[src/design/pred_table.sv]
`timescale 1ns/1ps
`default_nettype none

module pred_table #(
    parameter int     IDX_W     = 8,
    parameter type    entry_t   = logic,
    parameter entry_t RESET_VAL = '0
) (
    input  logic             clk,
    input  logic             rstn,
    input  logic             stall,
    input  logic [IDX_W-1:0] rd_idx,
    output entry_t           rd_data,
    input  logic             wr_en,
    input  logic [IDX_W-1:0] wr_idx,
    input  entry_t           wr_data
);

    localparam int DEPTH = 1 << IDX_W;

    entry_t           mem [DEPTH];
    logic [DEPTH-1:0] written; // entries touched since reset

    always_ff @(posedge clk) begin
        if (!rstn) begin
            written <= '0;
        end else if (wr_en) begin
            written[wr_idx] <= 1'b1;
        end
    end

    always_ff @(posedge clk) begin
        if (wr_en) begin
            mem[wr_idx] <= wr_data;
        end
    end

    // old data on a same-edge read and write
    always_ff @(posedge clk) begin
        if (!rstn) begin
            rd_data <= RESET_VAL;
        end else if (!stall) begin
            rd_data <= written[rd_idx] ? mem[rd_idx] : RESET_VAL;
        end
    end

endmodule

`default_nettype wire

[config.mk]
export PLATFORM = sky130hd
export DESIGN_NAME = pred_table
export DESIGN_NICKNAME = d
export VERILOG_FILES = /design/src/design/pred_table.sv
export SDC_FILE = /design/constraint.sdc
export NUM_CORES = 1
export LEC_CHECK = 0
export ABC_CLOCK_PERIOD_IN_PS = 1850
export BUFFER_PORTS_ARGS = -buffer_cell sky130_fd_sc_hd__buf_2
export CORE_ASPECT_RATIO = 0.75
export CORE_UTILIZATION = 30
export DETAILED_ROUTE_END_ITERATION = 10
export GPL_TIMING_DRIVEN = 0
export REMOVE_ABC_BUFFERS = 1
export SLEW_MARGIN = 20
export SYNTH_ARGS = -nofsm -noshare
export SYNTH_HDL_FRONTEND = slang
export SYNTH_SLANG_ARGS = --single-unit
export TNS_END_PERCENT = 5
[constraint.sdc]
create_clock -name clk -period 1.85 [get_ports clk]
set_input_delay 0.2775 -clock clk [delete_from_list [all_inputs] [get_ports clk]]
set_output_delay 0.2775 -clock clk [all_outputs]
set_load 0.005 [all_outputs]
==> reports/summary.txt <==
WP buf/inv -> 0
Fmax -> 0.496 GHz
DR vias/cell -> 5.15
Largest net degree at the start of global routing -> 128
Pins Over Slew Limit -> 0
Antenna-violating nets left -> 0
CTS Sinks -> 513
Worst Hold Class -> primary input to register
Gp weighted congestion -> 0.767
DRC -> 0
Top Metal Used -> met4
Final Util -> 0.355
Status -> finished with violations
Number of enable flip-flop cells after synthesis -> 256
DRT Pass-1 Iters -> 5
Final setup viols -> 1
Htree depth -> 2
Num rows -> 79
Worst Tran Pin Value -> 0.861 ns
Met1 Wirelength -> 22,900 µm
Nets -> 1,661
FF+latch count, synth -> 513
PortBufs -> 21
Post-route minimum period -> 2.02 ns
Top delay family on crit path -> simple AND/OR/NAND/NOR gates
CP peak stage delay -> 0.53 ns
Final worst setup slack -> -0.167 ns
Synth warn -> 0
Global-route wire length before repair -> 76,700 µm
Wirelength per Cell -> 19.6 µm
Most frequent cells in the layout -> nor2_1, dfxtp_1, o21a_1, edfxtp_1, nand3_1
Worst hold path depth -> 1
Yosys cell types -> 49
Hold Vio Cnt, Final -> 0
Clock root cell -> clkbuf_16
Global-route usage over all layers -> 0.155
Critical Path RT -> 2.29 ns
RSZ-0062 raised after global routing -> yes
Routed wl met2 -> 22,600 µm
Failing checks -> setup timing
Layout fillers -> 6,176
WP depth -> 7
Area grow syn2layout -> 16.0%
Rel. slew slack -> 0.424
Synth Cell Area -> 0.0191 mm²
Ant. Diodes -> 0
Synth top area share -> 0.402
Share of layout cells above drive strength 1 -> 0.0995
Power density over cell area -> 1030 mW/mm²
Post-synth top area cell -> edfxtp_1
Vias after detailed routing -> 13,000
Cells along the critical path -> nand3_1, o21ai_1, mux4_2, nor3b_4, a311oi_4, and3_4, a211oi_2
Number of global-route vias before repair -> 12,700
Sequential area share after synthesis -> 0.672
# Max-Cap Violations -> 0
Worst path slowest cell -> mux4_2
Synth Instances -> 1,641
Die Y-Extent -> 221 µm
Initial DRC count -> 1,144
Die ar. -> 0.0647 mm²
Clock Pin Slew Worst Setup and Hold Paths -> 0.06 ns
Critical path class -> register to register
Top post-synthesis cells by area -> edfxtp_1, dfxtp_1, o21a_1, nor2_1, nand3_1
Core area -> 0.0625 mm²
GRT overflow -> 0
Max clock buf depth -> 3
Crit share post-route -> 1.09
Initial core utilization -> 0.306
Dpl ws -> -1.71 ns
Ys async rst share -> 0
Hold-fix buffers, CTS -> 0
Die X -> 293 µm
Initial antenna violation count -> 1
Primary FF master, synth -> dfxtp_1
Peak supply drop -> 571 µV
CTS tree -> done
Syn_area_per_cell -> 11.6 µm²
Commonest non-fill, non-tap cell in the layout -> nor2_1
Met3 wire len -> 3500 µm
Ports -> 22
Hpwl dp -> 29,000 µm
CP Launch Type -> register
Worst Skew -> 0.0255 ns
CP Max Fanout -> 1
Arrival time at the worst endpoint -> 2.45 ns
Lkg Pwr -> 6.87 nW
Total length of routed wires -> 49,600 µm
Worst setup EP type -> register
Clock latency on the worst-skew pair -> 0.57 ns
Worst R2R Path Depth -> 7
Inserted Clock Buffers -> 46
logic make-up (layout without fill, tap and decap cells):
| kind of cell | after synthesis | after routing | share of synthesized area |
|---|---|---|---|
| simple gates | 596 | 596 | 0.137 |
| flops | 513 | 513 | 0.672 |
| compound gates | 414 | 414 | 0.160 |
| buf+inv | 112 | 149 | 0.0253 |
| mux | 6 | 6 | 0.00576 |
timing repair:
action | in CTS | in global routing
buffers inserted | 16 | 0
pin swaps | 11 | 3
endpoints found under the setup margin | 3 | 25
resized for setup | 19 | 8
cloned | 2 | 0
stage by stage:
step                setup TNS (ns)  hold WS, ns  total power [mW]  instances  area, µm²
finish                      -0.167       0.0420              22.8       2528      22200
CTS                         -0.217       0.0294              23.0       2528      22100
floorplan                   -0.312        0.376              12.5       1534      18600
global placement          -1459.67        0.441              13.0       2405      19800
global route                -0.272       0.0373              23.6       2528      22200
detailed placement         -111.56        0.446              13.1       2424      20300
flip-flops by register name (all words and copies together) (netlist names):
signal and count:
mem 256, written 256, rd_data 1
synth_stat cells (2+ instances only):
master / instances
clkbuf_1: 77
o21ai_0: 25
a222oi_1: 2
buf_1: 2
and2_1: 6
a31oi_1: 11
a32oi_1: 3
and3b_1: 5
a21oi_1: 6
nand2_1: 122
nand3b_1: 15
o21ai_1: 4
buf_4: 6
o211ai_1: 78
nand4b_1: 2
nand2b_1: 2
mux2i_1: 2
nor2b_1: 12
o2111ai_1: 2
nand4_1: 24
nand3_1: 128
and3_1: 3
mux4_2: 4
o21a_1: 256
dfxtp_1: 257
inv_1: 5
edfxtp_1: 256
a41oi_1: 2
nor3_1: 5
a311oi_1: 8
nor2_1: 269
buf_2: 20
a311o_1: 5
buf_6: 2
worst paths after layout:
check | to | slack, ns | startpoint
worst max register to register | rd_data | -0.17 | mem[55]
worst max-delay path | rd_data | -0.17 | mem[55]
worst min-delay path | mem[5] | 0.04 | wr_data
worst min register to register | written[176] | 0.46 | written[176]
final cells by class:
type | count | area, µm² | area share
flip-flops and latches | 513 | 12800 | 0.579
multi-input cells | 1016 | 5940 | 0.268
clock buffers | 65 | 1370 | 0.0617
well taps | 850 | 1060 | 0.0480
repair buffers | 58 | 727 | 0.0328
clock inverters | 21 | 209 | 0.00943
inverters | 5 | 18.8 | 0.000847
layer usage:
layer,up-vias,GRT usage
met4,0,0.0314
met2,392,0.243
met5,-,0
met3,58,0.0294
met1,6591,0.221
li1,5985,-
power breakdown:
group | internal [mW] | total, mW | switching, mW
clock | 5.72 | 9.88 | 4.17
sequential | 11.9 | 11.9 | 0.0129
combinational | 0.275 | 0.984 | 0.709
total | 17.9 | 22.8 | 4.89
No activity file was read; power rests on OpenSTA's default activity.
