<file path="config.mk">
export PLATFORM = sky130hd
export DESIGN_NAME = ghr_flat
export DESIGN_NICKNAME = d
export VERILOG_FILES = /design/src/common/bp_meta_pkg.sv /design/src/common/bp_branch_pkg.sv /design/src/common/bp_update_if.sv /design/src/direction/ghr.sv /design/src/flat_wrapper.sv
export VERILOG_INCLUDE_DIRS = /design/src /design/src/common
export SDC_FILE = /design/constraint.sdc
export NUM_CORES = 1
export LEC_CHECK = 0
export BUFFER_PORTS_ARGS = -buffer_cell sky130_fd_sc_hd__clkbuf_2
export CAP_MARGIN = 10
export CELL_PAD_IN_SITES_DETAIL_PLACEMENT = 0
export CELL_PAD_IN_SITES_GLOBAL_PLACEMENT = 1
export CORE_MARGIN = 2
export CORE_UTILIZATION = 10
export CTS_CLUSTER_DIAMETER = 40
export DETAILED_ROUTE_END_ITERATION = 8
export PLACE_DENSITY = 0.94
export SLEW_MARGIN = 5
export SYNTH_ARGS = -nofsm -noshare
export SYNTH_HDL_FRONTEND = slang
export SYNTH_SLANG_ARGS = --single-unit
</file>
<file path="constraint.sdc">
create_clock -name clk -period 2.6 [get_ports clk]
set_clock_uncertainty 0.1 [all_clocks]
set_input_delay 0.13 -clock clk [delete_from_list [all_inputs] [get_ports clk]]
set_output_delay 0.13 -clock clk [all_outputs]
set_load 0.005 [all_outputs]
</file>
<file path="src/common/bp_consts.svh">
`ifndef BP_CONSTS_SVH
`define BP_CONSTS_SVH

// word address width of the core
`define BP_ADDR_W 30

// index width shared by all direct-mapped tables
`define BP_IDX_W 8

`define BP_GH_W 8

// return address stack entries
`define BP_RAS_DEPTH 8

`define BP_TAG_W 8

`define BP_RESET_PC 30'h0700_0000 // first fetch address

`endif

</file>
<file path="src/common/bp_meta_pkg.sv">
`default_nettype none

`include "bp_consts.svh"

package bp_meta_pkg;

    // saturating counter where msb set means taken or gshare preferred
    typedef logic [1:0] ctr2_t;

    typedef struct packed {
        logic                  valid;
        logic [`BP_TAG_W-1:0]  tag;
        logic [`BP_ADDR_W-1:0] target;
    } btb_entry_t;

    // travels with each prediction and comes back from execute
    typedef struct packed {
        ctr2_t                bim_ctr;
        ctr2_t                gsh_ctr;
        ctr2_t                cho_ctr;
        logic [`BP_GH_W-1:0]  gh;      // history used for the gshare index
        logic                 taken;   // predicted direction
    } bp_meta_t;

endpackage

`default_nettype wire

</file>
<file path="src/common/bp_branch_pkg.sv">
`default_nettype none

`include "bp_consts.svh"

package bp_branch_pkg;

    import bp_meta_pkg::*;

    typedef enum logic [2:0] {
        not_jump      = 3'd0,
        direct_jump   = 3'd1, // conditional
        ret           = 3'd4,
        indirect_jump = 3'd5,
        call          = 3'd6,
        jump          = 3'd7
    } bp_kind_t;

    // what execute reports for one branch
    typedef struct packed {
        logic [`BP_ADDR_W-1:0] pc;
        bp_kind_t              kind;
        logic                  taken;
        logic [`BP_ADDR_W-1:0] npc;
        logic [`BP_ADDR_W-1:0] ret_pc;
        bp_meta_t              meta;
    } bp_resolved_t;

endpackage

`default_nettype wire

</file>
<file path="src/common/bp_update_if.sv">
`timescale 1ns/1ps
`default_nettype none

interface bp_update_if
    import bp_branch_pkg::*;
();

    logic         valid; // update_en
    bp_resolved_t ex;

    modport src (
        output valid,
        output ex
    );

    modport dir (
        input valid,
        input ex
    );

    modport hist (
        input valid,
        input ex
    );

    modport tgt (
        input valid,
        input ex
    );

endinterface

`default_nettype wire

</file>
<file path="src/direction/ghr.sv">
`timescale 1ns/1ps
`default_nettype none

`include "bp_consts.svh"

module ghr
    import bp_branch_pkg::*;
(
    input  logic                clk,
    input  logic                rstn,
    input  logic                stall,
    input  bp_kind_t            kind_pdc,
    input  logic                taken_pdc,
    bp_update_if.hist           upd,
    output logic [`BP_GH_W-1:0] gh
);

    logic repair;
    logic shift;

    // execute saw a conditional branch go the other way
    assign repair = upd.valid && (upd.ex.kind == direct_jump)
                    && (upd.ex.taken != upd.ex.meta.taken);

    assign shift = !stall && (kind_pdc == direct_jump);

    always_ff @(posedge clk) begin
        if (!rstn) begin
            gh <= '0;
        end else if (repair) begin
            gh <= {upd.ex.meta.gh[`BP_GH_W-2:0], upd.ex.taken};
        end else if (shift) begin
            gh <= {gh[`BP_GH_W-2:0], taken_pdc}; // speculative
        end
    end

endmodule

`default_nettype wire

</file>
<file path="src/flat_wrapper.sv">
// flat-port wrapper written by rule: the top's interface ports become plain ports
module ghr_flat import bp_branch_pkg::*;
  (clk, rstn, stall, kind_pdc, taken_pdc, gh, upd_valid, upd_ex);
  bp_update_if upd_i ();
  input  logic clk;
  input  logic rstn;
  input  logic stall;
  input  bp_kind_t kind_pdc;
  input  logic taken_pdc;
  output logic [`BP_GH_W-1:0] gh;
  input wire logic [$bits(upd_i.valid)-1:0] upd_valid;
  input wire logic [$bits(upd_i.ex)-1:0] upd_ex;
  assign upd_i.valid = upd_valid;
  assign upd_i.ex = upd_ex;
  ghr u_core (.clk(clk), .rstn(rstn), .stall(stall), .kind_pdc(kind_pdc), .taken_pdc(taken_pdc), .upd(upd_i), .gh(gh));
endmodule
</file>
==> results of run 1 <==
## how the worst max path moves through the flow
| stage | endpoint | slack [ps] |
|---|---|---|
| 2_1_floorplan | u_core.gh[0]$_SDFFE_PN0P_ | 1350 |
| 3_3_place_gp | u_core.gh[0]$_SDFFE_PN0P_ | 1000 |
| 3_5_place_dp | u_core.gh[1]$_SDFFE_PN0P_ | 990 |
| 4_1_cts | u_core.gh[2]$_SDFFE_PN0P_ | 1210 |
| 5_1_grt | u_core.gh[7]$_SDFFE_PN0P_ | 1090 |
| 6_report | u_core.gh[2]$_SDFFE_PN0P_ | 1210 |
## through the flow
stage / hold WS, ps / util / cells
5_1_grt: 122 / 0.162 / 127
3_5_place_dp: 356 / 0.152 / 124
2_1_floorplan: 227 / - / 49
4_1_cts: 119 / 0.162 / 127
3_3_place_gp: 351 / 0.152 / 124
6_report: 118 / 0.162 / 127
## per-layer routing
metal	share of wire	global-route usage	up-vias	wire length (µm)
li1	-	-	242	-
met1	0.41	0.0600	211	511
met2	0.49	0.0889	16	621
met3	0.099	0.0179	0	125
met4	0	0.0368	0	0
met5	0	0	-	0
## cell usage after synthesis (all sizes together)
library cell,count,area [µm²]
nand4bb,1,11.3
nor3,7,35.0
or4b,1,10.0
xnor2,1,8.76
or3b,1,8.76
inv,1,3.75
nor4b,1,23.8
a221oi,1,15.0
nor2,1,3.75
a311oi,7,61.3
nand2,14,52.6
or2,1,6.26
o22ai,1,6.26
buf,3,15.0
dfxtp,8,160
## placed cells by master (no fill, tap or decap), drive strengths merged
cell	count
xnor2	1
nand4bb	1
dfxtp	8
nor4b	1
nor2	1
clkbuf	30
inv	1
or4b	1
buf	1
or2	1
o22ai	1
or3b	1
nor3	7
a221oi	1
a311oi	7
nand2	14
## final cells by class
cell class,instances,area share
Timing Repair Buffer,28,0.218
Inverter,1,0.00575
Multi-Input combinational cell,37,0.372
Sequential cell,8,0.245
Clock buffer,3,0.0632
Tap cell,50,0.0958
## logic make-up (layout without fill, tap and decap cells)
group,Yosys count,in the layout,share of synthesized area
buffers and inverters,4,32,0.0445
DFF,8,8,0.380
and+or+nand+nor,27,27,0.359
AOI/OAI and AO/OA,9,9,0.196
xor gates and xnor gates,1,1,0.0208
## worst register-to-register path: stages, from the launching register on
cell      delay (ps)
dfxtp_1          340
nand2_1           60
a311oi_1         280
## report_power, final
| group | leakage, nW | switching (W) | internal [W] |
|---|---|---|---|
| Clock | 0.0216 | 0.0000477 | 0.000100 |
| Sequential | 0.0648 | 0.00000260 | 0.000127 |
| Combinational | 0.163 | 0.0000207 | 0.0000218 |
==> results.py, run 1 <==
metrics = {
    "outcome": {
        "outcome": "finished, final reports clean",
    },
    "clock_network": {
        "cts_buffer_depth": 2,
        "cts_sinks": 8,
        "post_cts_buffers": 0,
        "clkSlewWorstSetupHoldPaths_ps": 40,
        "cts_tree": "yes",
        "htreeDepth": 1,
        "cts_root_buf": "clkbuf_8",
        "cts_buffers": 3,
        "post_cts_resize_count": 0,
        "clk-insertion-delay-late_ps": 230,
        "holdBufCountCts": 0,
    },
    "power_and_ir_drop": {
        "p_leak_nw": 0.249,
        "powerDensity_nw_per_um2": 490,
        "ir_drop_mv": 0.0994,
        "finalPower_w": 0.000320,
    },
    "setup_path": {
        "reg2reg_to": "u_core.gh[2]$_SDFFE_PN0P_",
        "reg2reg_from": "u_core.gh[1]$_SDFFE_PN0P_",
        "worstSetupPathDepth": 4,
        "reg2reg_setup_slack_ps": 1730,
        "path_max_fanout": 10,
        "startpoint": "upd_ex[77]",
        "start_kind": "input pin",
        "cp.arrival_ps": 1420,
        "end_kind": "flip-flop",
        "ff2ff_path_depth": 2,
        "cp_top_family": "simple AND/OR/NAND/NOR gates",
        "worstPathRequired_ps": 2630,
        "crit_path_cell_trace": "clkbuf_2 > nand4bb_1 > or2_0 > a311oi_1",
        "crit_type": "in -> reg",
        "cp_slowest_cell": "or2_0",
        "max_stage_delay_ps": 510,
        "crit_buf_inv": 1,
    },
    "global_route": {
        "antenna_found_initial": 0,
        "overflow": 0,
        "grt_max_degree": 11,
        "grt_pass1_vias": 457,
        "grt_pass1_wl_um": 1900,
        "grt.total_usage": 0.0545,
    },
    "detailed_routing": {
        "dr.pass1.iters": 4,
        "initialDrtViolationCount": 30,
        "viasPerCell": 3.69,
        "wl_per_cell_um": 9.91,
        "dr_total_vias": 469,
        "ant_nets": 0,
        "drcViolationCount": 0,
        "finalWirelength_um": 1260,
    },
    "finish": {
        "nFillCells": 468,
        "seqCellArea_um2": 160,
        "reg_top3": "u_core.gh: 8 flops",
        "largest_register_ffs": 8,
        "finish.net_count": 196,
        "syn_to_final_growth_pct": 54.9,
        "final_area_um2": 653,
        "multi_input_area_um2": 243,
        "num_antenna_cells": 0,
        "drive_above_1_share": 0.429,
        "regMostFlops": "u_core.gh",
    },
    "logic_synthesis": {
        "syn_nets": 166,
        "syn_area_um2": 422,
        "ys_seq_area_frac": 0.380,
        "synth-seq-cells": 8,
        "ys_warn_count": 0,
        "syn_avg_cell_area_um2": 8.61,
        "synth_cells": 49,
        "ys_types": 15,
    },
    "placed_design": {
        "io_buffers": 27,
        "dpl_worst_slack_ps": 991,
        "dp_hpwl_um": 1020,
        "place.gp.congestion": 0.745,
        "dpl_cell_area_um2": 612,
    },
    "hold_path": {
        "holdPathStages": 3,
        "hold_path.class": "in -> reg",
        "min_from": "upd_ex[0]",
        "min_delay_worst_endpoint": "u_core.gh[0]$_SDFFE_PN0P_",
    },
    "floorplan": {
        "die_area_um2": 4750,
        "die_h_um": 68.9,
        "fp-row-count": 23,
        "io_pins": 125,
        "start_util": 0.105,
        "core_area_um2": 4030,
        "die_x_um": 68.9,
    },
    "timing": {
        "drv_slew": 0,
        "fmax_mhz": 720,
        "fin_crit_sh": 0.534,
        "tightest_slew_ps": 500,
        "period_minus_slack_ps": 1390,
        "rsz0062_at_grt": "false",
        "worst_slack_ps": 1210,
        "hold_viol": 0,
        "tns_ps": 0,
        "slew-limit-headroom": 0.667,
        "setup-violations-final": 0,
    },
    "flow_run": {
        "maxCapViolations": 0,
    },
}
(Power assumes the default switching activity.)
==> run 2, diff against run 1 <==
PLACE_DENSITY = 0.95   (was 0.94)
clock period = 1.1 ns   (was 2.6 ns; I/O delays follow)
==> run 2 against run 1 <==
Net effect:
- largest cell class unchanged
- clock power is 140% higher
- utilization is 1.6 points higher
- sequential power is 140% higher
- sequential share of layout area is 2.3 points lower
- worst setup slack worse by 1200 ps
- flip-flop and latch count stayed put
==> results.py, run 2 (synthesized netlist as in run 1, its figures left out) <==
metrics = {
    "outcome": {
        "outcome": "finished, final reports clean",
    },
    "placed_design": {
        "place.gp.congestion": 0.759,
        "io_buffers": 27,
        "dp_hpwl_um": 1100,
    },
    "global_route": {
        "grt_max_degree": 9,
        "grt_pass1_vias": 475,
        "antenna_found_initial": 0,
        "grt_pass1_wl_um": 2010,
        "overflow": 0,
        "grt.total_usage": 0.0583,
    },
    "timing": {
        "fmax_mhz": 954,
        "hold_viol": 0,
        "drv_slew": 0,
        "tightest_slew_ps": 290,
        "period_minus_slack_ps": 1050,
        "fin_crit_sh": 0.953,
        "fin_hold_ws_ps": 49.5,
        "rsz0062_at_grt": "false",
        "slew-limit-headroom": 0.807,
        "setup-violations-final": 0,
    },
    "detailed_routing": {
        "finalWirelength_um": 1330,
        "dr_total_vias": 518,
        "wl_per_cell_um": 9.90,
        "highest_layer": "met4",
        "wl_met3_um": 168,
        "ant_nets": 0,
        "dr_wl_met2_um": 644,
        "initialDrtViolationCount": 74,
        "dr.pass1.iters": 4,
        "drcViolationCount": 0,
        "met1_length_um": 482,
        "viasPerCell": 3.87,
    },
    "clock_network": {
        "clkSlewWorstSetupHoldPaths_ps": 40,
        "cts_buffer_depth": 2,
        "cts_buffers": 3,
        "cts_tree": "yes",
        "cts_sinks": 8,
        "htreeDepth": 1,
        "cts_root_buf": "clkbuf_8",
        "clk-insertion-delay-late_ps": 230,
        "holdBufCountCts": 0,
    },
    "finish": {
        "final_util": 0.179,
        "regMostFlops": "u_core.gh",
        "reg_top3": "u_core.gh: 8 flops",
        "most-common-layout-cells": "clkbuf_2, nand2_1, buf_4, dfxtp_1",
        "finish.net_count": 203,
        "layout_commonest_cell": "clkbuf_2",
        "num_antenna_cells": 0,
        "largest_register_ffs": 8,
        "syn_to_final_growth_pct": 70.6,
        "drive_above_1_share": 0.500,
    },
    "floorplan": {
        "die_h_um": 68.9,
        "die_area_um2": 4750,
        "die_x_um": 68.9,
        "io_pins": 125,
        "core_area_um2": 4030,
        "fp-row-count": 23,
        "start_util": 0.105,
    },
    "setup_path": {
        "cp_slowest_cell": "or4b_1",
        "cp.arrival_ps": 1050,
        "cp_top_family": "simple AND/OR/NAND/NOR gates",
        "crit_buf_inv": 2,
        "worstSetupPathDepth": 5,
        "max_stage_delay_ps": 510,
        "start_kind": "input pin",
        "crit_path_cell_trace": "clkbuf_2 > or4b_1 > buf_4 > o22ai_2 > a221oi_2",
        "end_kind": "flip-flop",
        "reg2reg_to": "u_core.gh[6]$_SDFFE_PN0P_",
        "reg2reg_setup_slack_ps": 220,
        "path_max_fanout": 8,
        "crit_type": "in -> reg",
        "reg2reg_from": "u_core.gh[5]$_SDFFE_PN0P_",
        "worstPathRequired_ps": 1100,
        "ff2ff_path_depth": 2,
    },
    "hold_path": {
        "holdPathStages": 3,
        "hold_path.class": "in -> reg",
        "min_delay_worst_endpoint": "u_core.gh[0]$_SDFFE_PN0P_",
        "min_from": "taken_pdc",
    },
    "power_and_ir_drop": {
        "ir_drop_mv": 0.218,
        "p_leak_nw": 0.289,
        "powerDensity_nw_per_um2": 1080,
        "finalPower_w": 0.000777,
    },
    "flow_run": {
        "maxCapViolations": 0,
    },
}
## run 2: per-layer routing
layer | up-vias | track usage
li1 | 256 | -
met1 | 228 | 0.0641
met2 | 29 | 0.0998
met3 | 5 | 0.0146
met4 | 0 | 0.0368
met5 | - | 0
## run 2: area by class of cell
type,instances,area (µm²)
inverter,1,3.75
clock buffer,3,41.3
fill,456,3310
tap,50,62.6
sequential,8,160
multi-input combinational,37,256
timing repair buffer,35,195
## run 2: timing repair
item	in CTS	in global routing
resized for setup	0	1
hold endpoints to repair	0	0
setup buffers	0	0
setup endpoints to repair	0	3
## run 2: worst max path at each step
| stage | to | startpoint | slack, ps |
|---|---|---|---|
| 6_report | u_core.gh[0]$_SDFFE_PN0P_ | kind_pdc[1] | 50 |
| 5_1_grt | u_core.gh[3]$_SDFFE_PN0P_ | kind_pdc[1] | 1 |
| 4_1_cts | u_core.gh[0]$_SDFFE_PN0P_ | kind_pdc[1] | 30 |
| 3_5_place_dp | u_core.gh[0]$_SDFFE_PN0P_ | kind_pdc[1] | -200 |
| 3_3_place_gp | u_core.gh[0]$_SDFFE_PN0P_ | kind_pdc[1] | -200 |
| 2_1_floorplan | u_core.gh[0]$_SDFFE_PN0P_ | upd_ex[77] | -40 |
## run 2: power by group
| group | total (W) | internal, W | switching, W | leakage, nW |
|---|---|---|---|---|
| Sequential | 0.000307 | 0.000300 | 0.00000675 | 0.0648 |
| Combinational | 0.000121 | 0.0000668 | 0.0000539 | 0.203 |
| Clock | 0.000349 | 0.000237 | 0.000113 | 0.0216 |
## run 2: worst min-delay path, delay by kind of cell
kind | cells | cell delay (ps)
buffers and inverters | 1 | 90
AO/OA/AOI/OAI | 2 | 180
## run 2: through the flow
stage | TNS [ps] | cells | worst slack, ps | area, µm²
after detailed placement | -1320 | 131 | -200 | 678
after global routing | 0 | 134 | 1.31 | 719
after floorplan | -68.0 | 49 | -39.5 | 444
after global placement | -1270 | 131 | -199 | 678
after CTS | 0 | 134 | 31.9 | 719
final | 0 | 134 | 51.8 | 719
